<file path="config.mk">
export PLATFORM = sky130hd
export DESIGN_NAME = storeAlign
export DESIGN_NICKNAME = d
export VERILOG_FILES = /design/src/design/memOpPkg.sv /design/src/design/memBusPkg.sv /design/src/design/storeAlign.sv
export VERILOG_INCLUDE_DIRS = /design/src /design/src/design
export SDC_FILE = /design/constraint.sdc
export NUM_CORES = 1
export LEC_CHECK = 0
export ABC_AREA = 1
export BUFFER_PORTS_ARGS = -buffer_cell sky130_fd_sc_hd__clkbuf_2
export CAP_MARGIN = 25
export CELL_PAD_IN_SITES_DETAIL_PLACEMENT = 0
export CELL_PAD_IN_SITES_GLOBAL_PLACEMENT = 1
export CORE_UTILIZATION = 29
export DETAILED_ROUTE_END_ITERATION = 7
export GPL_TIMING_DRIVEN = 0
export PLACE_DENSITY = 0.86
export SLEW_MARGIN = 30
export SYNTH_ARGS = -nofsm -noshare
export SYNTH_HDL_FRONTEND = slang
export SYNTH_SLANG_ARGS = --single-unit
</file>
<file path="constraint.sdc">
create_clock -name vclk -period 1.3
set_clock_uncertainty 0.2 [all_clocks]
set_input_delay 0 -clock vclk [all_inputs]
set_output_delay 0 -clock vclk [all_outputs]
set_load 0.01 [all_outputs]
</file>
<file path="src/design/dataMem_config.svh">
// Memory sizing for the data-memory stage.
// DM_ADDR_WIDTH must equal log2(DM_WORDS) + 2 because addresses are byte addresses.
// Only power-of-two depths are supported.
`ifndef DATAMEM_CONFIG_SVH
`define DATAMEM_CONFIG_SVH

// number of 32-bit words
`define DM_WORDS 256

// byte-address width, two bits above the word index
`define DM_ADDR_WIDTH 10

`endif
</file>
<file path="src/design/memOpPkg.sv">
// Opcodes and lane mask of the data-memory stage.
// Big-endian only: byte 0 is the most significant byte of a word.
package memOpPkg;

	// request opcode, NOP and stores before loads
	typedef enum logic [3:0] {
		MEM_NOP  = 4'd0,
		MEM_SW   = 4'd1,
		MEM_SH   = 4'd2,
		MEM_SB   = 4'd3,
		MEM_SHBR = 4'd4,  // halfword, bytes swapped
		MEM_SWBR = 4'd5,  // word, bytes reversed
		MEM_LW   = 4'd6,
		MEM_LWBR = 4'd7,
		MEM_LH   = 4'd8,  // zero-extended
		MEM_LHBR = 4'd9,
		MEM_LHA  = 4'd10, // sign-extended
		MEM_LB   = 4'd11  // zero-extended
	} memOp_t;

	// one bit per byte lane
	// bit 3 is byte 0 (bits 31:24), bit 0 is byte 3 (bits 7:0)
	typedef logic [3:0] byteEn_t;

endpackage

</file>
<file path="src/design/memBusPkg.sv">
// Request, response and RAM write-port structs.
// Address fields are byte addresses; the word index is addr[DM_ADDR_WIDTH-1:2].
// No handshake: valid is a plain one-cycle strobe.
`include "dataMem_config.svh"

package memBusPkg;

	// one memory request per cycle
	typedef struct packed {
		logic                      valid;
		memOpPkg::memOp_t          op;
		logic [`DM_ADDR_WIDTH-1:0] addr;  // byte address
		logic [31:0]               wdata; // store data, low bits used for SH/SB
	} memReq_t;

	// load result, one cycle after the request
	typedef struct packed {
		logic        valid;
		logic [31:0] data;
	} memResp_t;

	// byte-lane write port into the RAM
	typedef struct packed {
		logic                      we;
		memOpPkg::byteEn_t         be;
		logic [`DM_ADDR_WIDTH-3:0] wordAddr;
		logic [31:0]               data; // already lane-replicated
	} ramWrite_t;

endpackage

</file>
<file path="src/design/storeAlign.sv">
// Store alignment, purely combinational.
// Halfword stores look only at addr[1]; word stores ignore addr[1:0].
// Misaligned addresses are not detected.
`timescale 1ns/1ps
`include "dataMem_config.svh"

module storeAlign (
	input  memBusPkg::memReq_t   req,
	output memBusPkg::ramWrite_t ramWr
);

	logic [7:0]  lowByte;
	logic [15:0] lowHalf;
	logic [15:0] swapHalf;
	logic [31:0] revWord;
	logic [1:0]  lane;
	logic        isStore;

	assign lowByte  = req.wdata[7:0];
	assign lowHalf  = req.wdata[15:0];
	assign swapHalf = {req.wdata[7:0], req.wdata[15:8]};
	assign revWord  = {req.wdata[7:0], req.wdata[15:8], req.wdata[23:16], req.wdata[31:24]};
	assign lane     = req.addr[1:0]; // 0 is the msb lane

	always_comb begin
		case (req.op)
			memOpPkg::MEM_SW,
			memOpPkg::MEM_SH,
			memOpPkg::MEM_SB,
			memOpPkg::MEM_SHBR,
			memOpPkg::MEM_SWBR: isStore = 1'b1;
			default:            isStore = 1'b0;
		endcase
	end

	// lane data and enables
	always_comb begin
		ramWr.we       = req.valid && isStore;
		ramWr.wordAddr = req.addr[`DM_ADDR_WIDTH-1:2];
		ramWr.data     = req.wdata;
		ramWr.be       = 4'b0000;
		case (req.op)
			memOpPkg::MEM_SW: begin
				ramWr.be = 4'b1111;
			end
			memOpPkg::MEM_SWBR: begin
				ramWr.data = revWord;
				ramWr.be   = 4'b1111;
			end
			memOpPkg::MEM_SH: begin
				ramWr.data = {2{lowHalf}};
				ramWr.be   = lane[1] ? 4'b0011 : 4'b1100;
			end
			memOpPkg::MEM_SHBR: begin
				ramWr.data = {2{swapHalf}}; // swap before replicating
				ramWr.be   = lane[1] ? 4'b0011 : 4'b1100;
			end
			memOpPkg::MEM_SB: begin
				ramWr.data = {4{lowByte}};
				case (lane)
					2'd0:    ramWr.be = 4'b1000;
					2'd1:    ramWr.be = 4'b0100;
					2'd2:    ramWr.be = 4'b0010;
					default: ramWr.be = 4'b0001;
				endcase
			end
			default: begin
				ramWr.be = 4'b0000; // loads and NOP write nothing
			end
		endcase
	end

endmodule

</file>
==> flow_metrics.tcl <==
set metrics [dict create \
    wl_per_cell_um 12.58 \
    grt_max_degree 11 \
    pre_cts_ws_ns -0.1126 \
    rsz0062_at_grt "true" \
    syn_nets 321 \
    seq_cells 0 \
    detail-route-antenna-nets 0 \
    pwr-share-seq_pct 0 \
    leakage_nw 1.435 \
    synth-compound-area-share_pct 0.5372 \
    syn_avg_cell_area_um2 5.101 \
    num-fill-cells 510 \
    powerDensity_nw_per_um2 384.0 \
    cp.required_ns 1.10 \
    worstPathMaxFanout 9 \
    port_buffers 84 \
    routed-via-count 2117 \
    finalSetupViolCount 0 \
    synth-xor-area-share_pct 0 \
    ys_types 15 \
    seqCellArea_um2 0 \
    grt.total_usage_pct 19.77 \
    p_sw_mw 0.4612 \
    worst_slew_margin_rel_pct 76.48 \
    fin_nets 427 \
    hold_ws_ns 0.09470 \
    intPower_mw 0.3845 \
    outcome "complete, no violations" \
    yosysSeqAreaShare_pct 0 \
    antenna_found_initial 0 \
    grt_pass1_vias 1845 \
    netlist_area_um2 1398 \
    worstSetupPathType "in -> out" \
    die_y_um 71.42 \
    start_util_pct 31.03 \
    wl_mm 5.411 \
    cp_data_arrival_time_ns 1.09 \
    synth-simple-area-share_pct 82.99 \
    routed-wl-met3_um 451 \
    final_cell_count_no_fill 430 \
    synth_mux_area_share_pct 0 \
    fmax_mhz 777.2 \
    power_frac_clock_pct 0 \
    worst_pin_slew_ns 0.3519 \
    min_period_ns 1.287 \
    areaGrowthSynthToFinish_pct 57.56 \
    timing.final.ws_setup_ns 0.01329 \
    power_frac_comb_pct 100.0 \
    worstSetupStartpointType "primary input" \
    antenna-diode-count 0 \
    drt_iter0_drc 162 \
    cap_violations 0 \
    dpl.hpwl_mm 3.735 \
    wl_met1_mm 2.317 \
    rows 24 \
    ios 92 \
    drive_gt1_share_pct 44.18 \
    overflow 0 \
    hold_class "in -> out" \
    p_sw_share_pct 54.53 \
    synthCells 274 \
    synthAdderAreaFrac_pct 0 \
    dr_wl_met2_mm 2.626 \
    yosys_warnings 0 \
    highest_layer "met4" \
    grt_pass1_wl_mm 8.431 \
    drcViolationCount 0 \
    clkbuf_count 0 \
    endpoint_kind "primary output" \
    slew_viol_final 0 \
    first_pass_iters 4 \
    die_w_um 71.42 \
    synth_top_family_by_area "simple AND/OR/NAND/NOR gates" \
    hold_violations 0 \
    finalWeightedCongestion 0.8205 \
    fin_crit_sh_pct 98.98 \
    post_drt_via_cell_ratio 4.923 \
    dieArea_um2 5101 \
    coreArea_um2 4504 \
    place_inst 410 \
    peakVddDrop_v 0.0001503 \
]
critical path, stage by stage:
cell	delay [ns]
buf_8	0.11
nor2_4	0.30
nand2_4	0.11
nand2_4	0.10
nor2_8	0.07
clkbuf_16	0.17
nand2_2	0.05
nand2_1	0.04
buf_2	0.13
timing repair:
action | 4_1_cts | 5_1_grt
hold buffers | 8 | 0
setup buffers | 1 | 10
pin swaps | 2 | 10
hold endpoints to repair | 8 | 0
endpoints found under the setup margin | 32 | 32
gates resized for setup | 3 | 42
cloned | 0 | 4
Yosys cell counts:
cell type | count | area share (%)
nor2_1 | 32 | 8.6
nand2_4 | 3 | 2.4
buf_4 | 11 | 5.9
buf_6 | 2 | 1.6
nor2_2 | 1 | 0.45
inv_2 | 4 | 1.1
buf_2 | 7 | 2.5
nor2_4 | 4 | 3.2
nand2_2 | 32 | 14
nand2_1 | 89 | 24
nor2_8 | 1 | 1.4
inv_1 | 4 | 1.1
buf_12 | 3 | 4.3
o21a_1 | 1 | 0.54
nand3_1 | 80 | 29
power groups by stage:
stage	registers (mW)	logic [mW]	clock network, mW
after floorplan	0	0.427	0
after global placement	0	0.723	0
after detailed placement	0	0.727	0
after CTS	0	0.755	0
after global routing	0	0.925	0
final	0	0.846	0
cell usage in the layout, fill, tap and decap left out, drive strengths merged:
master,n
nand2,124
nand3,80
clkbuf,79
buf,40
nor2,38
dlygate4sd3,8
inv,8
o21a,1
routing by layer:
metal | GRT usage, % | vias up
met5 | 0 | -
met4 | 1.778 | 0
met3 | 0.7032 | 2
met2 | 35.98 | 96
met1 | 26.80 | 924
li1 | - | 1095
through the flow:
stage          util, %  TNS (ns)  power, mW  instance area, µm²
2_1_floorplan        -         0     0.4275                1398
3_3_place_gp     41.81    -2.221     0.7235                1883
3_5_place_dp     41.81    -2.502     0.7272                1883
4_1_cts          43.97         0     0.7546                1981
5_1_grt          48.89   -0.7332     0.9245                2202
6_report         48.89         0     0.8457                2202
cell type report:
class	instances	area (µm²)	share of cell area, %
multi-input cells	243	1197	54.38
well taps	52	65.06	2.955
inverters	8	37.54	1.705
repair buffers	104	671.9	30.51
plain buffers	23	230.2	10.45
kinds of logic (layout without fill, tap and decap cells):
group                  Yosys count  in the layout
and+or+nand+nor                242            242
buffers and inverters           31            135
AOI/OAI and AO/OA                1              1
worst paths after layout:
kind,to,slack (ns),startpoint,cells after the start
setup / recovery,ramWr[16],0.01,req[45],9
hold / removal,ramWr[44],0.09,req[46],3
(Power assumes the default switching activity.)
