File: config.mk
export PLATFORM = sky130hd
export DESIGN_NAME = loadExtend
export DESIGN_NICKNAME = d
export VERILOG_FILES = /design/src/design/memOpPkg.sv /design/src/design/memBusPkg.sv /design/src/design/loadExtend.sv
export VERILOG_INCLUDE_DIRS = /design/src /design/src/design
export SDC_FILE = /design/constraint.sdc
export NUM_CORES = 1
export LEC_CHECK = 0
export ABC_AREA = 0
export BUFFER_PORTS_ARGS = -buffer_cell sky130_fd_sc_hd__buf_2
export CAP_MARGIN = 10
export CORE_MARGIN = 3
export CORE_UTILIZATION = 35
export CTS_CLUSTER_SIZE = 30
export DETAILED_ROUTE_END_ITERATION = 8
export PLACE_DENSITY = 0.78
export SYNTH_ARGS = -nofsm -noshare
export SYNTH_HDL_FRONTEND = slang
export SYNTH_SLANG_ARGS = --single-unit
File: constraint.sdc
create_clock -name clk -period 1.7 [get_ports clk]
set_clock_uncertainty 0.1 [all_clocks]
set_input_delay 0.34 -clock clk [delete_from_list [all_inputs] [get_ports clk]]
set_output_delay 0.34 -clock clk [all_outputs]
set_load 0.02 [all_outputs]
File: src/design/dataMem_config.svh
// Memory sizing for the data-memory stage.
// DM_ADDR_WIDTH must equal log2(DM_WORDS) + 2 because addresses are byte addresses.
// Only power-of-two depths are supported.
`ifndef DATAMEM_CONFIG_SVH
`define DATAMEM_CONFIG_SVH

// number of 32-bit words
`define DM_WORDS 256

// byte-address width, two bits above the word index
`define DM_ADDR_WIDTH 10

`endif
File: src/design/memOpPkg.sv
// Opcodes and lane mask of the data-memory stage.
// Big-endian only: byte 0 is the most significant byte of a word.
package memOpPkg;

	// request opcode, NOP and stores before loads
	typedef enum logic [3:0] {
		MEM_NOP  = 4'd0,
		MEM_SW   = 4'd1,
		MEM_SH   = 4'd2,
		MEM_SB   = 4'd3,
		MEM_SHBR = 4'd4,  // halfword, bytes swapped
		MEM_SWBR = 4'd5,  // word, bytes reversed
		MEM_LW   = 4'd6,
		MEM_LWBR = 4'd7,
		MEM_LH   = 4'd8,  // zero-extended
		MEM_LHBR = 4'd9,
		MEM_LHA  = 4'd10, // sign-extended
		MEM_LB   = 4'd11  // zero-extended
	} memOp_t;

	// one bit per byte lane
	// bit 3 is byte 0 (bits 31:24), bit 0 is byte 3 (bits 7:0)
	typedef logic [3:0] byteEn_t;

endpackage

File: src/design/memBusPkg.sv
// Request, response and RAM write-port structs.
// Address fields are byte addresses; the word index is addr[DM_ADDR_WIDTH-1:2].
// No handshake: valid is a plain one-cycle strobe.
`include "dataMem_config.svh"

package memBusPkg;

	// one memory request per cycle
	typedef struct packed {
		logic                      valid;
		memOpPkg::memOp_t          op;
		logic [`DM_ADDR_WIDTH-1:0] addr;  // byte address
		logic [31:0]               wdata; // store data, low bits used for SH/SB
	} memReq_t;

	// load result, one cycle after the request
	typedef struct packed {
		logic        valid;
		logic [31:0] data;
	} memResp_t;

	// byte-lane write port into the RAM
	typedef struct packed {
		logic                      we;
		memOpPkg::byteEn_t         be;
		logic [`DM_ADDR_WIDTH-3:0] wordAddr;
		logic [31:0]               data; // already lane-replicated
	} ramWrite_t;

endpackage

File: src/design/loadExtend.sv
// Load context register and lane extraction.
// Context is captured on the same edge as the RAM read, so resp lines up
// with rdWord exactly one cycle after the request.
// Halfword loads use only addr[1]; word loads ignore addr[1:0].
`timescale 1ns/1ps

module loadExtend (
	input  logic                clk,
	input  logic                rstN,
	input  memBusPkg::memReq_t  req,
	input  logic [31:0]         rdWord,
	output memBusPkg::memResp_t resp
);

	logic             isLoad;
	logic             loadValid;
	memOpPkg::memOp_t loadOp;
	logic [1:0]       loadLane;
	logic [15:0]      selHalf;
	logic [7:0]       selByte;

	always_comb begin
		case (req.op)
			memOpPkg::MEM_LW,
			memOpPkg::MEM_LWBR,
			memOpPkg::MEM_LH,
			memOpPkg::MEM_LHBR,
			memOpPkg::MEM_LHA,
			memOpPkg::MEM_LB: isLoad = 1'b1;
			default:          isLoad = 1'b0;
		endcase
	end

	always_ff @(posedge clk or negedge rstN) begin
		if (!rstN) begin
			loadValid <= 1'b0;
		end else begin
			loadValid <= req.valid && isLoad; // one pulse per load
		end
	end

	// payload only, qualified by loadValid
	always_ff @(posedge clk) begin
		loadOp   <= req.op;
		loadLane <= req.addr[1:0];
	end

	assign selHalf = loadLane[1] ? rdWord[15:0] : rdWord[31:16];

	always_comb begin
		case (loadLane)
			2'd0:    selByte = rdWord[31:24]; // msb lane
			2'd1:    selByte = rdWord[23:16];
			2'd2:    selByte = rdWord[15:8];
			default: selByte = rdWord[7:0];
		endcase
	end

	always_comb begin
		resp.valid = loadValid;
		case (loadOp)
			memOpPkg::MEM_LW: begin
				resp.data = rdWord;
			end
			memOpPkg::MEM_LWBR: begin
				resp.data = {rdWord[7:0], rdWord[15:8], rdWord[23:16], rdWord[31:24]};
			end
			memOpPkg::MEM_LH: begin
				resp.data = {16'h0000, selHalf};
			end
			memOpPkg::MEM_LHBR: begin
				resp.data = {16'h0000, selHalf[7:0], selHalf[15:8]};
			end
			memOpPkg::MEM_LHA: begin
				resp.data = {{16{selHalf[15]}}, selHalf};
			end
			memOpPkg::MEM_LB: begin
				resp.data = {24'h000000, selByte};
			end
			default: begin
				resp.data = rdWord; // no response, value unused
			end
		endcase
	end

endmodule

==> results of run 1 <==
## per-stage QoR
stage / TNS (ps) / setup slack (ps) / hold WS (ps) / power, mW
global route: -17100 / -822.9 / 103.4 / 1.487
global placement: -7751 / -354.5 / 16.17 / 0.8887
CTS: -14200 / -557.1 / 104.0 / 1.311
finish: -15460 / -594.4 / 108.4 / 1.424
floorplan: -2728 / -211.1 / -55.59 / 0.6068
detailed placement: -8309 / -371.8 / 17.54 / 0.9043
## worst max path at each step
stage	slack (ps)	cells after the start	endpoint
after floorplan	-210	5	resp[6]
after global placement	-350	6	resp[6]
after detailed placement	-370	7	resp[6]
after CTS	-560	7	resp[6]
after global routing	-820	7	resp[15]
final	-590	7	resp[15]
## sequential cells by signal, summed over array words and instances (netlist names)
| signal | count |
|---|---|
| loadOp | 4 |
| loadLane | 2 |
| loadValid | 1 |
## metal layers
layer | track usage, % | wire length [um] | share of wire, %
met1 | 36.92 | 3284 | 34
met2 | 69.07 | 4756 | 49
met3 | 7.389 | 808 | 8.2
met4 | 34.49 | 952 | 9.7
met5 | 0 | 0 | 0
## cell families after synthesis
group / count (synthesis) / share of synthesized area [%]
AO/OA/AOI/OAI: 53 / 30.75
buffers and inverters: 22 / 9.141
flip-flops: 7 / 10.71
multiplexers: 17 / 16.99
AND/OR/NAND/NOR: 95 / 32.41
## cell type report
| class | instances | area [sq um] | share of cell area, % |
|---|---|---|---|
| clock buffer | 3 | 41.29 | 1.263 |
| clock inverter | 1 | 5.005 | 0.1531 |
| antenna | 1 | 2.502 | 0.07657 |
| inverter | 3 | 11.26 | 0.3446 |
| multi-input combinational | 165 | 1668 | 51.03 |
| tap | 46 | 57.56 | 1.761 |
| sequential | 7 | 160.2 | 4.900 |
| timing repair buffer | 159 | 1323 | 40.47 |
## repair_timing
action                                  CTS  global route
gates cloned                              1             0
endpoints found under the setup margin   32            32
resized for setup                        94            33
buffers inserted                         14             2
hold endpoints to repair                  1             0
hold buffers                              1             0
pin swaps                                19            15
## synthesized netlist by cell type, drive strengths merged (2+ instances only)
master / number / area (sq um)
a21oi: 7 / 35.03
or3b: 2 / 17.52
o21ai: 2 / 10.01
mux2i: 5 / 50.05
mux4: 4 / 90.09
buf: 18 / 108.9
a21o: 3 / 22.52
a31oi: 8 / 50.05
nand3: 18 / 90.09
a22oi: 8 / 60.06
o22ai: 2 / 18.77
inv: 3 / 11.26
nand2: 46 / 172.7
mux2: 8 / 90.09
nor2: 18 / 67.56
and4b: 2 / 20.02
dfxtp: 6 / 120.1
a2111oi: 2 / 36.29
a22o: 4 / 35.03
a221oi: 4 / 35.03
o211ai: 2 / 15.01
a32oi: 5 / 43.79
## cell usage in the layout, fill, tap and decap left out, types with 4 or more instances in the layout
cell	count
nand2_1	43
nand3_2	7
buf_6	37
buf_4	65
buf_2	47
a31oi_4	6
nor2_2	6
mux4_2	4
nor2_4	9
a22oi_2	6
nand3_4	10
buf_12	5
a22o_1	4
mux2_2	6
## power by group
| part | switching, mW | leakage (nW) | total, mW | internal, mW |
|---|---|---|---|---|
| registers | 0.0110 | 0.0649 | 0.184 | 0.173 |
| clock network | 0.0797 | 0.0255 | 0.239 | 0.159 |
| logic | 0.516 | 1.41 | 1.00 | 0.485 |
==> summary.md, run 1 <==
| Metric | Value |
|---|---|
| Status | `complete, but fails checks` |
| Failing checks | `negative setup slack` |
| CP delay by family, top | `simple AND/OR/NAND/NOR gates` |
| All-Layer GR Usage | `between 30% and 40%` |
| CP max stage cell | `dfxtp_4` |
| RSZ-0062 raised after global routing | `yes` |
| Slew Viols, Final | `0` |
| Netlist cell types | `45` |
| WHS Path Cells | `1` |
| Vias per cell | `between 6 and 7` |
| Placed cells | `approximately 360` |
| Slowest stage delay, CP | `between 300 and 400 ps` |
| # fillers | `~140` |
| Share of layout cells above drive strength 1 | `approximately three quarters` |
| Area grow syn2layout | `141.2%` |
| Hold endpoint | `loadOp[0]$_DFF_P_` |
| Startpoint types | `register` |
| Post-Syn Area | `1355 sq um` |
| Clock-pin slew on the worst setup and hold paths | `40 ps` |
| Layout Nets | `420` |
| CTS tree | `yes` |
| Ys flop type | `dfxtp_1` |
| CP dominant cell by count | `buf_6` |
| Remaining Overflow, GRT | `0` |
| Chip Width | `a little under 70 um` |
| Initial antenna violation count | `0` |
| Leakage power | `~1.5 nW` |
| Input/output buffers | `73` |
| Crit share post-route | `135.0%` |
| Warnings, synthesis | `0` |
| Syn Inst Count | `roughly 190` |
| Synth async-reset ratio | `about 14%` |
| Max Fclk | `0.4358 GHz` |
| First-pass GRT wire length | `about 13000 um` |
| Io pins | `about 110` |
| Vias in the first global route | `2622` |
| Number of synthesized register bits | `7` |
| DRC Markers | `0` |
| Worst setup margin | `-594.4 ps` |
| Final setup fails | `32` |
| Routed len/inst | `25.46 um` |
| Worst VDD drop | `between 0.5 and 0.6 mV` |
| Largest net degree at the start of global routing | `13` |
| Rows | `21` |
| # H-tree levels | `1` |
| WP buf/inv | `3` |
| Min-Delay Path Class | `primary input to register` |
| PwrDens | `435.8 nW/um^2` |
| Post-synth EDFFs | `0` |
| Post-route ant nets | `0` |
| Post-synthesis sequential area ratio | `10.71%` |
| Final wirelength | `just under 10000 um` |
| Core area | `3521 sq um` |
| Routability cong. | `0.9139` |
| Syn_area_per_cell | `~7.0 sq um` |
| Setup CP Type | `register to primary output` |
| Worst Setup End Kind | `primary output` |
| Worst-Margin Slew | `between 400 and 500 ps` |
| DR pass1 iterations | `6` |
| Slew margin rel. | `between 70% and 80%` |
| DIE HEIGHT | `just under 70 um` |
| Hold Startpoint | `req[42]` |
| Area post-placement | `around 2500 sq um` |
| Synth Net Count | `between 200 and 300` |
| Critical path origin | `loadOp[1]$_DFF_P_` |
| Minimum clock period | `2294 ps` |
| Vias | `around 2600` |
| Initial core utilization | `38.49%` |
| Req. time, crit path | `1260 ps` |
| Design Area, Final | `between 3000 and 4000 sq um` |
| Final core utilization | `92.82%` |
| Root buffer cell | `clkbuf_8` |
| Cts bufs inserted | `3` |
| TritonCTS Sinks | `7` |
| CTS Buffer Depth | `2` |
| Post-Layout Cell Count | `385` |
| Final Hold Fails | `0` |
| Hpwl dp | `roughly 4800 um` |
| Detailed Route Iter0 Violations | `about 330` |
| Max-cap violations | `0` |
| Worst EP arrival | `roughly 1900 ps` |
| Worst Path Max Fanout | `7` |
| Die ar. | `between 4000 and 5000 sq um` |
| CP Cell Sequence | `and4b_2, buf_6, or2_4, buf_8, nor2_1, a21oi_2, buf_6` |
(Power assumes the default switching activity.)
==> run 2, diff against run 1 <==
==> constraint.sdc (replaced) <==
create_clock -name clk -period 1.9 [get_ports clk]
set_clock_uncertainty 0.1 [all_clocks]
set_input_delay 0.38 -clock clk [delete_from_list [all_inputs] [get_ports clk]]
set_output_delay 0.38 -clock clk [all_outputs]
set_load 0.02 [all_outputs]
==> run 2 against run 1 <==
Against the previous run: count of clock-buffer cells in the layout is 1 higher; design area shrank 2.5%; global-route usage decreased by 2.5 points; critical endpoint is now resp[9]; final cell count is 2.3% lower; worst setup slack gained 94 ps; first-iteration DRC count is 7.8% lower; sequential share of layout area grew 0.28 points; critical path depth unchanged; clock power hardly changed; utilization decreased by 2.3 points; flip-flop and latch count stayed put; die area stayed put; the run still ends with negative setup slack left.
==> summary.md, run 2 (synthesis gave the netlist of run 1 again) <==
| Metric | Value |
|---|---|
| Vias per cell | `7.013` |
| Share of layout cells above drive strength 1 | `between 70% and 80%` |
| Max Fclk | `0.4166 GHz` |
| Pre-CTS setup slack | `-273.8 ps` |
| Cts bufs inserted | `3` |
| PwrDens | `slightly above 400 nW/um^2` |
| Vias | `between 2000 and 3000` |
| First-pass GRT wire length | `roughly 12000 um` |
| Startpoint types | `register` |
| DRC Markers | `0` |
| Worst EP arrival | `1920 ps` |
| DR pass1 iterations | `5` |
| Initial antenna violation count | `0` |
| Area post-placement | `2382 sq um` |
| Failing checks | `negative setup slack` |
| Slew Viols, Final | `0` |
| Power Internal | `just over 700 uW` |
| Worst Path Max Fanout | `6` |
| Final wirelength | `10450 um` |
| Largest net degree at the start of global routing | `13` |
| Worst-Margin Slew | `roughly 370 ps` |
| RSZ-0062 raised after global routing | `yes` |
| CP max stage cell | `dfxtp_4` |
| Logic pwr share | `68.4%` |
| Routed len/inst | `27.79 um` |
| # H-tree levels | `1` |
| Core area | `roughly 3500 sq um` |
| Design Area, Final | `around 3200 sq um` |
| Remaining Overflow, GRT | `0` |
| Slew margin rel. | `about 75%` |
| Root buffer cell | `clkbuf_8` |
| CTS tree | `yes` |
| Detailed Route Iter0 Violations | `approximately 310` |
| Rows | `21` |
| Chip Width | `68.22 um` |
| CTS Buffer Depth | `2` |
| Crit share post-route | `126.3%` |
| Hold Startpoint | `req[33]` |
| Leading cell type in the layout, fill and taps excluded | `buf_4` |
| Worst setup margin | `-500.2 ps` |
| Switching power share of the total | `44.00%` |
| Area grow syn2layout | `135.2%` |
| Flop pwr share | `between 10% and 20%` |
| Io pins | `~110` |
| CP dominant cell by count | `buf_6` |
| Max-cap violations | `0` |
| Worst VDD drop | `0.5189 mV` |
| P_sw | `about 560 uW` |
| Die ar. | `between 4000 and 5000 sq um` |
| Worst Setup End Kind | `primary output` |
| Min-Delay Path Class | `primary input to register` |
| Routability cong. | `approximately 0.88` |
| Critical path origin | `loadOp[2]$_DFF_P_` |
| DIE HEIGHT | `~68 um` |
| Top reg by flops | `loadOp` |
| Layout Nets | `about 410` |
| # diodes | `0` |
| Largest regs | `loadOp: 4 flops, loadLane: 2 flops, loadValid: 1 flops` |
| TritonCTS Sinks | `7` |
| CP Cell Sequence | `buf_6, nor3b_4, buf_6, nand2_1, o21ai_0, a221o_1, buf_6` |
| Final setup fails | `32` |
| Post-route ant nets | `0` |
| Leakage power | `~1.5 nW` |
| Req. time, crit path | `between 1000 and 1500 ps` |
| Most frequent cells in the layout | `buf_4 (60), buf_6 (41), buf_2 (41)` |
| All-Layer GR Usage | `~36%` |
| Initial core utilization | `about two fifths` |
| Clock-pin slew on the worst setup and hold paths | `~50 ps` |
| Vias in the first global route | `roughly 2500` |
| Hpwl dp | `roughly 4400 um` |
| Slowest stage delay, CP | `~370 ps` |
| Clk pwr share | `roughly 19%` |
| Max reg flops | `4` |
| Minimum clock period | `2400 ps` |
| Input/output buffers | `73` |
| Status | `complete, but fails checks` |
| Final Hold Fails | `0` |
| Setup CP Type | `register to primary output` |
-- run 2: cell types whose count changed in the layout (fill, tap and decap cells not counted), moves of 4 or more --
cell / before / now
buf_4: 65 / 60
buf_6: 37 / 41
nand3_4: 10 / 1
nor2_1: 3 / 7
buf_2: 47 / 41
nand3_2: 7 / 14
-- run 2: path summary, 6_finish.rpt --
kind / endpoint / slack (ps) / cells after the start
min in group asynchronous: loadValid$_DFF_PN0_ / 350 / 2
max in group asynchronous: loadValid$_DFF_PN0_ / 1260 / 2
min: loadLane[1]$_DFF_P_ / 150 / 1
max: resp[9] / -500 / 7
-- run 2: power groups by stage --
| stage | registers [mW] | clock network (mW) | logic [mW] |
|---|---|---|---|
| after floorplan | 0.165 | 0 | 0.352 |
| after global placement | 0.168 | 0 | 0.586 |
| after detailed placement | 0.168 | 0 | 0.598 |
| after CTS | 0.167 | 0.219 | 0.753 |
| after global routing | 0.169 | 0.243 | 0.900 |
| final | 0.168 | 0.238 | 0.878 |
-- run 2: critical path: cells and delay by family, from the launching register on --
kind            cells  cell delay (ps)
flops               1              370
buf+inv             3              440
simple gates        2              330
compound gates      2              540
-- run 2: metal layers --
layer	GRT usage [%]	vias up	part of all wire (%)
met4	18.61	0	10
li1	-	1013	-
met2	61.85	312	44
met1	41.67	1183	33
met3	7.882	129	13
met5	0	-	0
-- run 2: through the flow --
stage / power (mW) / setup TNS [ps] / std cells / hold WS [ps] / utilization, %
after floorplan: 0.5169 / -231.2 / 194 / -15.59 / -
after global placement: 0.7543 / -4970 / 355 / 54.09 / 67.66
after detailed placement: 0.7658 / -4751 / 355 / 57.00 / 67.66
after CTS: 1.139 / -8239 / 369 / 144.5 / 84.36
after global routing: 1.312 / -11170 / 376 / 143.2 / 90.51
final: 1.284 / -10490 / 376 / 149.9 / 90.51
-- run 2: cell type report --
cell class / instances / area (sq um)
Multi-Input combinational cell: 165 / 1618
Timing Repair Buffer: 151 / 1290
Fill cell: 147 / 334.1
Sequential cell: 7 / 165.2
Tap cell: 46 / 57.56
Clock buffer: 4 / 45.04
Inverter: 3 / 11.26
-- run 2: repair_timing --
item	4_1_cts	5_1_grt
hold buffers	1	0
hold endpoints to repair	1	0
cloned	3	2
buffers inserted	7	6
setup endpoints to repair	32	32
gates resized for setup	116	43
pin swaps	21	26
